**config.mk**
```make
export PLATFORM = sky130hd
export DESIGN_NAME = fib_result_ctrl_flat
export DESIGN_NICKNAME = d
export VERILOG_FILES = /design/src/hw/ndn_fib_pkg.sv /design/src/hw/fib_res_if.sv /design/src/hw/fib_result_ctrl.sv /design/src/flat_wrapper.sv
export SDC_FILE = /design/constraint.sdc
export NUM_CORES = 1
export LEC_CHECK = 0
export ABC_AREA = 0
export ABC_CLOCK_PERIOD_IN_PS = 7700
export BUFFER_PORTS_ARGS = -buffer_cell sky130_fd_sc_hd__buf_2
export CAP_MARGIN = 20
export CORE_UTILIZATION = 40
export DETAILED_ROUTE_END_ITERATION = 10
export MAX_ROUTING_LAYER = met4
export PLACE_DENSITY = 0.73
export SYNTH_ARGS = -nofsm -noshare
export SYNTH_HDL_FRONTEND = slang
export SYNTH_SLANG_ARGS = --single-unit
export TNS_END_PERCENT = 5
```
**constraint.sdc**
```tcl
create_clock -name clk -period 7.7 [get_ports clk]
set_input_delay 0.77 -clock clk [delete_from_list [all_inputs] [get_ports clk]]
set_output_delay 0.77 -clock clk [all_outputs]
set_load 0.02 [all_outputs]
```
**src/hw/ndn_fib_pkg.sv**
```systemverilog
/*
 * Shared widths, opcodes and state encodings for the NDN FIB block.
 * Modules import it inside their bodies and use scoped names in their port lists.
 */
`default_nettype none

package ndn_fib_pkg;

    // Name prefix, counted from the MSB
    localparam int unsigned PREFIX_W = 64;
    // Prefix length in bits
    localparam int unsigned LEN_W = 6;
    // Table index, 1024 entries per row
    localparam int unsigned HASH_W = 10;
    // One table row per prefix length
    localparam int unsigned NUM_LENS = 64;

    // Command kinds carried from decode to execute
    typedef enum logic {
        OP_LEARN,
        OP_LOOKUP
    } fib_op_e;

    // Execute stage sequencing
    typedef enum logic [1:0] {
        ENG_IDLE,
        ENG_HASH,
        ENG_WRITE,
        ENG_PROBE
    } engine_state_e;

    // PIT query and payload transfer sequencing
    typedef enum logic [1:0] {
        RES_IDLE,
        RES_QUERY,
        RES_WAIT_PIT,
        RES_TRANSFER
    } result_state_e;

    // Keep the top len bits of a prefix and clear the rest
    function automatic logic [PREFIX_W-1:0] mask_prefix(
        input logic [PREFIX_W-1:0] prefix,
        input logic [LEN_W-1:0] len
    );
        return prefix & ~({PREFIX_W{1'b1}} >> len);
    endfunction

endpackage

`default_nettype wire

```
**src/hw/fib_res_if.sv**
```systemverilog
/*
 * Completion pulses from the execute stage to the result stage.
 * res_prefix and res_len qualify whichever pulse is high in that cycle.
 */
`timescale 1ns/1ps
`default_nettype none

interface fib_res_if;
    import ndn_fib_pkg::*;

    logic                learn_done;
    logic                lookup_hit;
    logic                lookup_miss;
    logic [PREFIX_W-1:0] res_prefix;
    logic [LEN_W-1:0]    res_len;
    // Level from the result stage, high during the PIT query and transfer
    logic                res_busy;

    modport engine (
        output learn_done, lookup_hit, lookup_miss, res_prefix, res_len
    );

    modport result (
        input  learn_done, lookup_hit, lookup_miss, res_prefix, res_len,
        output res_busy
    );

endinterface

`default_nettype wire

```
**src/hw/fib_result_ctrl.sv**
```systemverilog
/*
 * Result stage of the FIB. Queries the PIT after a learn, waits for the verdict
 * and streams DATA_BYTES payload bytes on accept. Lookup results bypass the FSM.
 */
`timescale 1ns/1ps
`default_nettype none

module fib_result_ctrl #(
    parameter int unsigned DATA_BYTES = 16
) (
    input  logic                              clk,
    input  logic                              rst,
    // PIT verdict
    input  logic                              rejected,
    input  logic                              start_send_to_pit,
    input  logic [7:0]                        data_in,
    // PIT query
    output logic                              prefix_ready,
    output logic [ndn_fib_pkg::PREFIX_W-1:0]  pit_out_prefix,
    output logic [ndn_fib_pkg::LEN_W-1:0]     pit_out_len,
    // Payload stream
    output logic [7:0]                        out_data,
    output logic                              out_valid,
    // Lookup result
    output logic [ndn_fib_pkg::PREFIX_W-1:0]  prefix_out,
    output logic [ndn_fib_pkg::LEN_W-1:0]     len_out,
    output logic                              match_valid,
    output logic                              no_match,
    fib_res_if.result                         res
);
    import ndn_fib_pkg::*;

    // Enough for up to 1023 bytes
    localparam int unsigned CNT_W = 10;

    result_state_e    state;
    logic [CNT_W-1:0] byte_cnt;

    assign prefix_ready = (state == RES_QUERY);
    assign out_valid    = (state == RES_TRANSFER);
    assign res.res_busy = (state != RES_IDLE);

    always_ff @(posedge clk) begin
        if (rst) begin
            state    <= RES_IDLE;
            byte_cnt <= '0;
        end else begin
            case (state)
                RES_IDLE: begin
                    if (res.learn_done) begin
                        state <= RES_QUERY;
                    end
                end
                RES_QUERY: state <= RES_WAIT_PIT;
                RES_WAIT_PIT: begin
                    // Reject takes priority over a simultaneous accept
                    if (rejected) begin
                        state <= RES_IDLE;
                    end else if (start_send_to_pit) begin
                        state    <= RES_TRANSFER;
                        byte_cnt <= '0;
                    end
                end
                RES_TRANSFER: begin
                    byte_cnt <= byte_cnt + 1'b1;
                    if (byte_cnt == CNT_W'(DATA_BYTES - 1)) begin
                        state <= RES_IDLE;
                    end
                end
                default: state <= RES_IDLE;
            endcase
        end
    end

    // Query fields and one-cycle delayed payload
    always_ff @(posedge clk) begin
        if (state == RES_IDLE && res.learn_done) begin
            pit_out_prefix <= res.res_prefix;
            pit_out_len    <= res.res_len;
        end
        out_data <= data_in;
    end

    // Lookup reporting, runs alongside a transfer
    always_ff @(posedge clk) begin
        if (rst) begin
            match_valid <= 1'b0;
            no_match    <= 1'b0;
        end else begin
            match_valid <= res.lookup_hit;
            no_match    <= res.lookup_miss;
        end
    end

    always_ff @(posedge clk) begin
        if (res.lookup_hit || res.lookup_miss) begin
            prefix_out <= mask_prefix(res.res_prefix, res.res_len);
            len_out    <= res.res_len;
        end
    end

endmodule

`default_nettype wire

```
**src/flat_wrapper.sv**
```systemverilog
// flat-port wrapper written by rule: the top's interface ports become plain ports
module fib_result_ctrl_flat import ndn_fib_pkg::*;
#(
    parameter int unsigned DATA_BYTES = 16
)
  (clk, rst, rejected, start_send_to_pit, data_in, prefix_ready, pit_out_prefix, pit_out_len, out_data, out_valid, prefix_out, len_out, match_valid, no_match, res_learn_done, res_lookup_hit, res_lookup_miss, res_res_prefix, res_res_len, res_res_busy);
  fib_res_if res_i ();
  input  logic clk;
  input  logic rst;
  input  logic rejected;
  input  logic start_send_to_pit;
  input  logic [7:0] data_in;
  output logic prefix_ready;
  output logic [ndn_fib_pkg::PREFIX_W-1:0] pit_out_prefix;
  output logic [ndn_fib_pkg::LEN_W-1:0] pit_out_len;
  output logic [7:0] out_data;
  output logic out_valid;
  output logic [ndn_fib_pkg::PREFIX_W-1:0] prefix_out;
  output logic [ndn_fib_pkg::LEN_W-1:0] len_out;
  output logic match_valid;
  output logic no_match;
  input wire logic [$bits(res_i.learn_done)-1:0] res_learn_done;
  input wire logic [$bits(res_i.lookup_hit)-1:0] res_lookup_hit;
  input wire logic [$bits(res_i.lookup_miss)-1:0] res_lookup_miss;
  input wire logic [$bits(res_i.res_prefix)-1:0] res_res_prefix;
  input wire logic [$bits(res_i.res_len)-1:0] res_res_len;
  output wire logic [$bits(res_i.res_busy)-1:0] res_res_busy;
  assign res_i.learn_done = res_learn_done;
  assign res_i.lookup_hit = res_lookup_hit;
  assign res_i.lookup_miss = res_lookup_miss;
  assign res_i.res_prefix = res_res_prefix;
  assign res_i.res_len = res_res_len;
  assign res_res_busy = res_i.res_busy;
  fib_result_ctrl #(.DATA_BYTES(DATA_BYTES)) u_core (.clk(clk), .rst(rst), .rejected(rejected), .start_send_to_pit(start_send_to_pit), .data_in(data_in), .prefix_ready(prefix_ready), .pit_out_prefix(pit_out_prefix), .pit_out_len(pit_out_len), .out_data(out_data), .out_valid(out_valid), .prefix_out(prefix_out), .len_out(len_out), .match_valid(match_valid), .no_match(no_match), .res(res_i));
endmodule
```
==> qor.txt <==
layout cells sized above 1 - 0.4412
largest family of logic cells by synthesized area - simple AND/OR/NAND/NOR gates
Max Root-Sink Buffers - 2
crit share post-route - 0.3065
post-route cell area - 7727 µm²
min Tclk post-route - 2.360 ns
area grow syn2layout - 34.20%
initial antenna violation count - 0
DRT iter0 DRCs - 377
Synth area leader - edfxtp_1
Placed Instances - 769
Leak - 3.304 nW
Rows - 43
die area - 14880 µm²
vias in the first global route - 3958
Critical Path Sink Type - register
relative slew slack - 0.3138
RR Startpoint - u_core.state[1]$_SDFFE_PP0P_
post-synth top area share - 0.7249
post-CTS setup buffer count - 0
HP Class - input port to register
FILL cells - 1176
fin cells - 801
Remaining Overflow, GRT - 0
worst path arrival time - 2.42 ns
sequential area share after synthesis - 0.8014
Worst Hold End - u_core.out_data[3]$_DFF_P_
Antenna Nets Post-Route - 0
FMAX - 0.4238 GHz
Yosys reg bits - 161
crit-path max cell delay - 0.64 ns
Slowest-stage cell, CP - nor2_4
CP required - 7.76 ns
port buffer count - 236
mapped cell area - 5758 µm²
Peak VDD IR - 124.1 µV
fin util - 0.5524
clock slew at reported path FFs - 0.07 ns
Via Count - 4042
dpl hpwl - 10.03 mm
initial core utilization - 0.4116
CP Cell Sequence - or2_1, nor2_4, buf_4
ys flop type - edfxtp_1
path depth of the worst reg2reg path - 3
Fin. Hold Viols - 0
first-pass GRT wire length - 21.17 mm
WL/cell - 18.22 µm
TritonCTS clock tree - yes
cells after synthesis - 366
CTS H-Tree Depth - 4
routed wire length - 14.60 mm
core box area - 13990 µm²
post-synthesis simple-gate area fraction - 0.1060
crit path from - u_core.state[1]$_SDFFE_PP0P_
number of diodes - 0
CTS Hold Bufs - 0
Worst Hold Path Cells - 1
Compound-Gate Fraction of Synth Area - 0.07106
Remaining DRCs - 0
Post-Synth Adder-Cell Area - 0.002173
r2r endpoint - u_core.pit_out_prefix[33]$_DFFE_PP_
post-synthesis mux area share - 0.005867
vias per cell - 5.046
largest net degree at the start of global routing - 70
Worst-Skew Late Latency - 0.43 ns
nets - 694
synth top area cells - edfxtp_1 72%, dfxtp_1 7.6%, nand2_1 2.0%
Worst Tran Pin Value - 1.029 ns
Die Span Y - 122.0 µm
max-cap viol count - 0
setup TNS - 0 ns
EDFF count, synth - 139
Synth cell types - 41
clk root buf - clkbuf_16
synth warn - 0
post-CTS sizing - 0
status - finished clean
post-synthesis net count - 452
first drt pass iteration count - 4
hold path start - data_in[3]
GPL Wtd Cong - 0.7675
Crit Path Class - register to register
clk sinks - 161
average size of a mapped cell - 15.73 µm²
flop2flop setup slack - 5.34 ns
GRT Util Overall - 0.2030
clk_skew - 0.004623 ns
critical path launch point type - register
CTS buffer count - 17
XOR/XNOR Fraction of Synth Area - 0
PwrDens - 280.4 nW/µm²
DIE WIDTH - 122.0 µm
Async S/R FF share, synth - 0
RSZ-0062 raised after global routing - false
Crit Path Max Fanout - 43
Area after DPL - 7123 µm²
total chip power - 2.167 mW
# IOs - 238
Slew Viols, Final - 0
Final setup viols - 0
[power breakdown]
part	internal, mW	total [mW]	switching (mW)	leakage, nW
combinational	0.0778	0.262	0.184	1.44
sequential	1.03	1.05	0.0209	1.57
clock	0.488	0.854	0.366	0.287
[logic make-up after synthesis]
group                    count (synthesis)
buffers and inverters                   18
AND/OR/NAND/NOR                        120
flip-flops                             161
multiplexers                             3
adder cells (fa/ha/maj)                  1
AO/OA/AOI/OAI                           62
other                                    1
[worst max-delay path: cells and delay by family, from the launching register on]
kind / cells / cell delay [ns]
DFF: 1 / 0.37
buffers and inverters: 1 / 0.61
and+or+nand+nor: 2 / 0.94
[synthesized netlist by cell type, types with 2 or more instances]
cell,number
nor2b_1,14
buf_2,2
a21boi_1,5
nand2_1,30
nand2b_1,3
o21ai_1,3
a21boi_0,8
nand3_1,5
mux2_1,3
o31a_1,2
o31ai_1,3
or2_2,2
or2_1,2
buf_1,3
nand4_1,3
clkbuf_1,8
and2_1,3
nor3_1,5
nor2_1,29
dfxtp_1,22
edfxtp_1,139
o21a_1,10
a31oi_1,2
and4_1,3
inv_1,3
o21ai_0,2
a21oi_1,21
o211a_1,3
or3_1,2
and3_1,15
[flip-flops by register name (all words and copies together) (netlist names)]
register and count:
u_core.prefix_out 63, u_core.byte_cnt 10, u_core.out_data 8, u_core.no_match 1
u_core.state 2, u_core.pit_out_len 6, u_core.pit_out_prefix 64, u_core.len_out 6
u_core.match_valid 1
[cells in the final DEF, fill, tap and decap left out, types with 8 or more instances in the layout]
cell type	instances
o21a_1	10
clkbuf_16	17
a21oi_1	21
a21boi_0	8
nand2_1	30
edfxtp_1	139
nor2b_1	14
buf_2	236
dfxtp_1	22
nor2_1	28
and3_1	15
[stage by stage]
stage	hold slack (ns)	worst slack, ns
2_1_floorplan	0.4323	3.278
3_3_place_gp	0.4521	5.126
3_5_place_dp	0.4616	5.051
4_1_cts	0.4197	5.312
5_1_grt	0.4186	5.142
6_report	0.4386	5.340
[how the worst max path moves through the flow]
stage / to / slack [ns] / cells past startpoint
CTS: u_core.pit_out_prefix[62]$_DFFE_PP_ / 5.31 / 3
global placement: u_core.pit_out_prefix[56]$_DFFE_PP_ / 5.13 / 4
detailed placement: u_core.pit_out_prefix[56]$_DFFE_PP_ / 5.05 / 4
floorplan: u_core.state[1]$_SDFFE_PP0P_ / 3.28 / 4
finish: u_core.pit_out_prefix[33]$_DFFE_PP_ / 5.34 / 3
global route: u_core.pit_out_prefix[33]$_DFFE_PP_ / 5.14 / 3
[layout make-up]
class,count,area [µm²],area share
Multi-Input combinational cell,187,1080,0.1397
Sequential cell,161,4614,0.5972
Clock inverter,15,178.9,0.02315
Clock buffer,17,425.4,0.05505
Timing Repair Buffer,237,1189,0.1538
Inverter,4,15.01,0.001943
Tap cell,180,225.2,0.02915
[routing by layer]
layer  track usage  wire length (µm)
met5             -                 0
met4       0.07948               189
met3       0.04775               978
met2        0.3242              7196
met1        0.2491              6231
No activity file was read; power rests on OpenSTA's default activity.
