`src/hw/ndn_fib_pkg.sv`:
```
/*
 * Shared widths, opcodes and state encodings for the NDN FIB block.
 * Modules import it inside their bodies and use scoped names in their port lists.
 */
`default_nettype none

package ndn_fib_pkg;

    // Name prefix, counted from the MSB
    localparam int unsigned PREFIX_W = 64;
    // Prefix length in bits
    localparam int unsigned LEN_W = 6;
    // Table index, 1024 entries per row
    localparam int unsigned HASH_W = 10;
    // One table row per prefix length
    localparam int unsigned NUM_LENS = 64;

    // Command kinds carried from decode to execute
    typedef enum logic {
        OP_LEARN,
        OP_LOOKUP
    } fib_op_e;

    // Execute stage sequencing
    typedef enum logic [1:0] {
        ENG_IDLE,
        ENG_HASH,
        ENG_WRITE,
        ENG_PROBE
    } engine_state_e;

    // PIT query and payload transfer sequencing
    typedef enum logic [1:0] {
        RES_IDLE,
        RES_QUERY,
        RES_WAIT_PIT,
        RES_TRANSFER
    } result_state_e;

    // Keep the top len bits of a prefix and clear the rest
    function automatic logic [PREFIX_W-1:0] mask_prefix(
        input logic [PREFIX_W-1:0] prefix,
        input logic [LEN_W-1:0] len
    );
        return prefix & ~({PREFIX_W{1'b1}} >> len);
    endfunction

endpackage

`default_nettype wire

```
`src/hw/fib_cmd_if.sv`:
```
/*
 * One decoded command from the decode stage to the execute stage.
 * cmd_valid is a single-cycle strobe, only raised while eng_busy is low.
 */
`timescale 1ns/1ps
`default_nettype none

interface fib_cmd_if;
    import ndn_fib_pkg::*;

    logic                cmd_valid;
    fib_op_e             cmd_op;
    logic [PREFIX_W-1:0] cmd_prefix;
    logic [LEN_W-1:0]    cmd_len;
    // Level from the engine, high while a command or the table clear runs
    logic                eng_busy;

    modport decoder (
        output cmd_valid, cmd_op, cmd_prefix, cmd_len,
        input  eng_busy
    );

    modport engine (
        input  cmd_valid, cmd_op, cmd_prefix, cmd_len,
        output eng_busy
    );

endinterface

`default_nettype wire

```
`src/hw/fib_cmd_decode.sv`:
```
/*
 * Decode stage of the FIB. Latches learn and lookup strobes into one slot each,
 * drops zero-length learns and issues slots to the engine, lookups first.
 */
`timescale 1ns/1ps
`default_nettype none

module fib_cmd_decode (
    input  logic                              clk,
    input  logic                              rst,
    // Learn requests from the data path
    input  logic                              data_ready,
    input  logic [ndn_fib_pkg::PREFIX_W-1:0]  data_in_prefix,
    input  logic [ndn_fib_pkg::LEN_W-1:0]     data_in_len,
    // Lookup requests from the PIT side
    input  logic                              fib_out_bit,
    input  logic [ndn_fib_pkg::PREFIX_W-1:0]  pit_in_prefix,
    input  logic [ndn_fib_pkg::LEN_W-1:0]     pit_in_len,
    input  logic                              res_busy,
    output logic                              busy,
    fib_cmd_if.decoder                        cmd
);
    import ndn_fib_pkg::*;

    // Pending slots
    logic                learn_pend;
    logic [PREFIX_W-1:0] learn_prefix;
    logic [LEN_W-1:0]    learn_len;
    logic                lookup_pend;
    logic [PREFIX_W-1:0] lookup_prefix;
    logic [LEN_W-1:0]    lookup_len;

    logic issue_learn;
    logic issue_lookup;

    // Lookup wins whenever the engine is free
    assign issue_lookup = lookup_pend && !cmd.eng_busy;
    // Learn also needs the result stage idle, since it ends in a PIT query
    assign issue_learn  = learn_pend && !lookup_pend && !cmd.eng_busy && !res_busy;

    assign cmd.cmd_valid  = issue_lookup || issue_learn;
    assign cmd.cmd_op     = issue_lookup ? OP_LOOKUP : OP_LEARN;
    assign cmd.cmd_prefix = issue_lookup ? lookup_prefix : learn_prefix;
    assign cmd.cmd_len    = issue_lookup ? lookup_len : learn_len;

    assign busy = learn_pend || lookup_pend || cmd.eng_busy || res_busy;

    // Slot flags
    always_ff @(posedge clk) begin
        if (rst) begin
            learn_pend  <= 1'b0;
            lookup_pend <= 1'b0;
        end else begin
            // A strobe into an occupied slot is lost
            if (issue_learn) begin
                learn_pend <= 1'b0;
            end else if (data_ready && !learn_pend && data_in_len != '0) begin
                learn_pend <= 1'b1;
            end
            if (issue_lookup) begin
                lookup_pend <= 1'b0;
            end else if (fib_out_bit && !lookup_pend) begin
                lookup_pend <= 1'b1;
            end
        end
    end

    // Slot contents, captured only when the slot is free
    always_ff @(posedge clk) begin
        if (data_ready && !learn_pend) begin
            learn_prefix <= data_in_prefix;
            learn_len    <= data_in_len;
        end
        if (fib_out_bit && !lookup_pend) begin
            lookup_prefix <= pit_in_prefix;
            lookup_len    <= pit_in_len;
        end
    end

endmodule

`default_nettype wire

```
`src/flat_wrapper.sv`:
```
// flat-port wrapper written by rule: the top's interface ports become plain ports
module fib_cmd_decode_flat import ndn_fib_pkg::*;
  (clk, rst, data_ready, data_in_prefix, data_in_len, fib_out_bit, pit_in_prefix, pit_in_len, res_busy, busy, cmd_cmd_valid, cmd_cmd_op, cmd_cmd_prefix, cmd_cmd_len, cmd_eng_busy);
  fib_cmd_if cmd_i ();
  input  logic clk;
  input  logic rst;
  input  logic data_ready;
  input  logic [ndn_fib_pkg::PREFIX_W-1:0] data_in_prefix;
  input  logic [ndn_fib_pkg::LEN_W-1:0] data_in_len;
  input  logic fib_out_bit;
  input  logic [ndn_fib_pkg::PREFIX_W-1:0] pit_in_prefix;
  input  logic [ndn_fib_pkg::LEN_W-1:0] pit_in_len;
  input  logic res_busy;
  output logic busy;
  output wire logic [$bits(cmd_i.cmd_valid)-1:0] cmd_cmd_valid;
  output wire logic [$bits(cmd_i.cmd_op)-1:0] cmd_cmd_op;
  output wire logic [$bits(cmd_i.cmd_prefix)-1:0] cmd_cmd_prefix;
  output wire logic [$bits(cmd_i.cmd_len)-1:0] cmd_cmd_len;
  input wire logic [$bits(cmd_i.eng_busy)-1:0] cmd_eng_busy;
  assign cmd_cmd_valid = cmd_i.cmd_valid;
  assign cmd_cmd_op = cmd_i.cmd_op;
  assign cmd_cmd_prefix = cmd_i.cmd_prefix;
  assign cmd_cmd_len = cmd_i.cmd_len;
  assign cmd_i.eng_busy = cmd_eng_busy;
  fib_cmd_decode u_core (.clk(clk), .rst(rst), .data_ready(data_ready), .data_in_prefix(data_in_prefix), .data_in_len(data_in_len), .fib_out_bit(fib_out_bit), .pit_in_prefix(pit_in_prefix), .pit_in_len(pit_in_len), .res_busy(res_busy), .busy(busy), .cmd(cmd_i));
endmodule
```
`config.mk`:
```
export PLATFORM = sky130hd
export DESIGN_NAME = fib_cmd_decode_flat
export DESIGN_NICKNAME = d
export VERILOG_FILES = /design/src/hw/ndn_fib_pkg.sv /design/src/hw/fib_cmd_if.sv /design/src/hw/fib_cmd_decode.sv /design/src/flat_wrapper.sv
export SDC_FILE = /design/constraint.sdc
export NUM_CORES = 1
export LEC_CHECK = 0
export BUFFER_PORTS_ARGS = -buffer_cell sky130_fd_sc_hd__buf_4
export CAP_MARGIN = 20
export CORE_ASPECT_RATIO = 0.5
export CORE_MARGIN = 3
export CORE_UTILIZATION = 40
export CTS_CLUSTER_SIZE = 30
export DETAILED_ROUTE_END_ITERATION = 8
export HOLD_SLACK_MARGIN = 0.02
export PLACE_DENSITY = 0.69
export SLEW_MARGIN = 30
export SYNTH_ARGS = -nofsm -noshare
export SYNTH_HDL_FRONTEND = slang
export SYNTH_SLANG_ARGS = --single-unit
```
`constraint.sdc`:
```
create_clock -name clk -period 4.7 [get_ports clk]
set_input_delay 0.235 -clock clk [delete_from_list [all_inputs] [get_ports clk]]
set_output_delay 0.235 -clock clk [all_outputs]
set_load 0.1 [all_outputs]
```
==> flow_summary.ini, run 1 <==
[synth]
synth_area_um2 = 5400
seq_area_frac_synth = 0.786
yosysWarnings = 0
ys_ff_latch = 142
synth.avg_cell_area_um2 = 23.3
synthCells = 232
synthTopCellsByArea = edfxtp_1 (78%), mux2_2 (8.3%), mux2_4 (8.3%), buf_12 (2.2%), dfxtp_1 (0.74%)
yosysTopAreaCellShare = 0.779
synth.distinct_cells = 16
synth_fp_nets = 378
synth_area_leader_cell = edfxtp_1

[cts]
ctsHoldBuffers = 130
cts_resized = 0
cts.path.max_buffers = 2
numCtsBuffers = 17
cts_root_buf = clkbuf_16
cts.sinks = 142
postCtsSetupRepairBufs = 0
h-tree-depth = 4

[outcome]
haltStage = clock tree synthesis (4_1_cts)
outcome = stopped before the end
stop_error = [ERROR RSZ-0060] Max buffer count reached.

[placed_design]
gp_congestion = 0.739
port_buffers = 218
dp.cells = 616
dp.final_hpwl_um = 8640

[die]
num_io_pins = 219
die_x_um = 170
die_height_um = 88.1
start_util = 0.418
rows = 29
[kinds of logic after synthesis]
kind of cell	count (synthesis)	synth area share
buffers and inverters	8	0.0278
muxes	70	0.167
DFF	142	0.786
AOI/OAI and AO/OA	4	0.00788
and+or+nand+nor	8	0.0109
[cells in the mapped netlist]
library cell,instances
nor2_1,1
a21oi_1,1
or4_4,1
buf_8,2
nor2b_1,2
dfxtp_1,2
a21oi_2,1
nor2b_4,1
nor3_1,1
a21o_1,1
o31ai_4,1
mux2_4,30
nand2b_1,2
edfxtp_1,140
mux2_2,40
buf_12,6
[through the flow]
step / area (um^2) / utilization / setup WS [ps]
after detailed placement: 7150 / 0.554 / 2240
after global placement: 7150 / 0.554 / 2260
after floorplan: 5400 / - / 635
==> inputs of run 2 (changes only) <==
--- a/config.mk
+++ b/config.mk
@@ -7,13 +7,10 @@
 export LEC_CHECK = 0
 export BUFFER_PORTS_ARGS = -buffer_cell sky130_fd_sc_hd__buf_4
 export CAP_MARGIN = 20
-export CORE_ASPECT_RATIO = 0.5
 export CORE_MARGIN = 3
-export CORE_UTILIZATION = 40
-export CTS_CLUSTER_SIZE = 30
+export CORE_UTILIZATION = 25
 export DETAILED_ROUTE_END_ITERATION = 8
-export HOLD_SLACK_MARGIN = 0.02
-export PLACE_DENSITY = 0.69
+export PLACE_DENSITY_LB_ADDON = 0.15
 export SLEW_MARGIN = 30
 export SYNTH_ARGS = -nofsm -noshare
 export SYNTH_HDL_FRONTEND = slang
==> run 2 against run 1 <==
  * The flow now finishes without violations
  * Synthesized cell count did not move
  * Area after synthesis did not move
==> flow_summary.ini, run 2 <==
[worst_setup_path]
path_class = reg -> out
startpoint = u_core.lookup_pend
crit_path_end_kind = primary output
rrSetupSlack_ps = 2980
r2r_end = u_core.learn_prefix[47]
critPathRequiredTime_ps = 4470
arrival_ps = 2400
r2r_start = u_core.learn_pend
rr_worst_depth = 2
cp_max_fo = 70
cp-start-kind = flop
cp-endpoint = cmd_cmd_prefix[47]

[timing]
slew_viol_final = 0
fin_skew_ps = 7.03
fin_hold_ws_ps = 39.1
tns_ps = 0
finalHoldViolCount = 0
setup_violations = 0
min_period_over_period = 0.560
max-slew-margin-rel = 0.433
clock.fmax_mhz = 380
rsz0062_at_grt = false
tightest_slew_ps = 851
fin_crit_ps = 2630

[placed_design]
port_buffers = 218
place_area_um2 = 7310
dp.final_hpwl_um = 8560
dp.cells = 722
gp_congestion = 0.708

[cts]
numCtsBuffers = 17
cts_root_buf = clkbuf_16
clkSlewWorstSetupHoldPaths_ps = 70
h-tree-depth = 4
postCtsSetupRepairBufs = 0
cts.sinks = 142
cts_tree = built
cts_resized = 0
cts.path.max_buffers = 2
ctsHoldBuffers = 139
clock_latency_ps = 410

[synth]
yosysMostFrequentCell = edfxtp_1
synthCells = 232
yosysWarnings = 0
synthFlopType = edfxtp_1
synth.avg_cell_area_um2 = 23.3
seq_area_frac_synth = 0.786
synth-simple-area-share = 0.0109
ys_ff_latch = 142
synth_fp_nets = 378
synth_xor_area_frac = 0
synth_edf_count = 140
synthTopCellsByArea = edfxtp_1 (78%), mux2_2 (8.3%), mux2_4 (8.3%), buf_12 (2.2%), dfxtp_1 (0.74%)
async_flop_share = 0
synth_compound_area_frac = 0.00788
synth.distinct_cells = 16
synth_area_leader_cell = edfxtp_1
yosys-top-cells-count = edfxtp_1 (140), mux2_2 (40), mux2_4 (30)
synthMuxAreaShare = 0.167
synth_top_family_by_area = multiplexers
synthAdderAreaFrac = 0
yosysTopAreaCellShare = 0.779
synth_area_um2 = 5400

[global_route]
grt.total_usage = 0.115
grt_pass1_vias = 4078
antenna_found_initial = 2
grt_pass1_wl_um = 21000
grt.overflow.total = 0
grt_max_degree = 71

[power_and_ir_drop]
powerDensity_nw_per_um2 = 383
ir_drop_mv = 0.210
power_leakage_nw = 3.67

[detailed_routing]
drt-initial-drc-count = 86
post_drt_wl_per_cell_um = 15.1
postRouteAntennaNets = 0
vias = 3518
drc_errors = 0
firstDrtPassIters = 4
totalWireLength_um = 13500
vias_per_cell = 3.94

[min_path]
min_path_type = in -> reg

[outcome]
outcome = complete, no violations

[die]
core_area_um2 = 21100
start_util = 0.256
die_x_um = 153
die_height_um = 153
num_io_pins = 219
rows = 53
die_area_um2 = 23400

[finish]
nets = 751
postLayoutCellArea_um2 = 9240
top_regs = u_core.learn_prefix (64), u_core.lookup_prefix (64)
final_cell_mix = buf_4 (220), edfxtp_1 (140), dlygate4sd3_1 (139)
final_common_cell = buf_4
nFillCells = 1902
area_growth_pct = 71.2
drive_gt1_frac = 0.532
antenna_cells = 0
final_cell_count_no_fill = 893

[job]
drv_cap = 0
==> run 2: power breakdown <==
group / internal, mW / switching [mW]
clock: 0.683 / 0.544
combinational: 0.284 / 0.520
sequential: 1.49 / 0.0205
==> run 2: cells by family after synthesis <==
group | after synthesis
and+or+nand+nor | 8
buffers and inverters | 8
DFF | 142
AOI/OAI and AO/OA | 4
muxes | 70
==> run 2: cell type report <==
| type | instances | area (um^2) | area share |
|---|---|---|---|
| clock inverter | 14 | 109 | 0.0118 |
| tap | 275 | 344 | 0.0373 |
| sequential | 142 | 4240 | 0.459 |
| clock buffer | 18 | 429 | 0.0465 |
| timing repair buffer | 362 | 3090 | 0.335 |
| multi-input combinational | 82 | 1020 | 0.110 |
==> run 2: worst min path at each step <==
stage	from	end	slack [ps]	cells after the start
CTS	data_in_len[5]	u_core.learn_len[5]	10	1
global placement	rst	u_core.learn_pend	410	2
detailed placement	rst	u_core.learn_pend	410	2
finish	data_in_len[5]	u_core.learn_len[5]	40	1
floorplan	rst	u_core.learn_pend	300	1
global route	data_in_len[5]	u_core.learn_len[5]	10	1
==> run 2: routing by layer <==
layer	GRT usage	wire, um	vias up
li1	-	-	1674
met1	0.140	5770	1695
met2	0.189	6620	135
met3	0.0425	929	10
met4	0.0361	128	4
met5	0	14	-
==> run 2: worst max-delay path: stages, from the launching register on <==
cell,delay (ps)
dfxtp_1,410
nor2b_4,210
buf_6,640
mux2_2,420
buf_4,230
==> run 2: per-stage QoR <==
| step | util | total power, mW | setup WS (ps) |
|---|---|---|---|
| after floorplan | - | 2.05 | 635 |
| after global placement | 0.345 | 2.24 | 2260 |
| after detailed placement | 0.347 | 2.25 | 2480 |
| after CTS | 0.438 | 3.60 | 2030 |
| after global routing | 0.438 | 3.67 | 1950 |
| final | 0.438 | 3.54 | 2070 |
No activity file was read; power rests on OpenSTA's default activity.
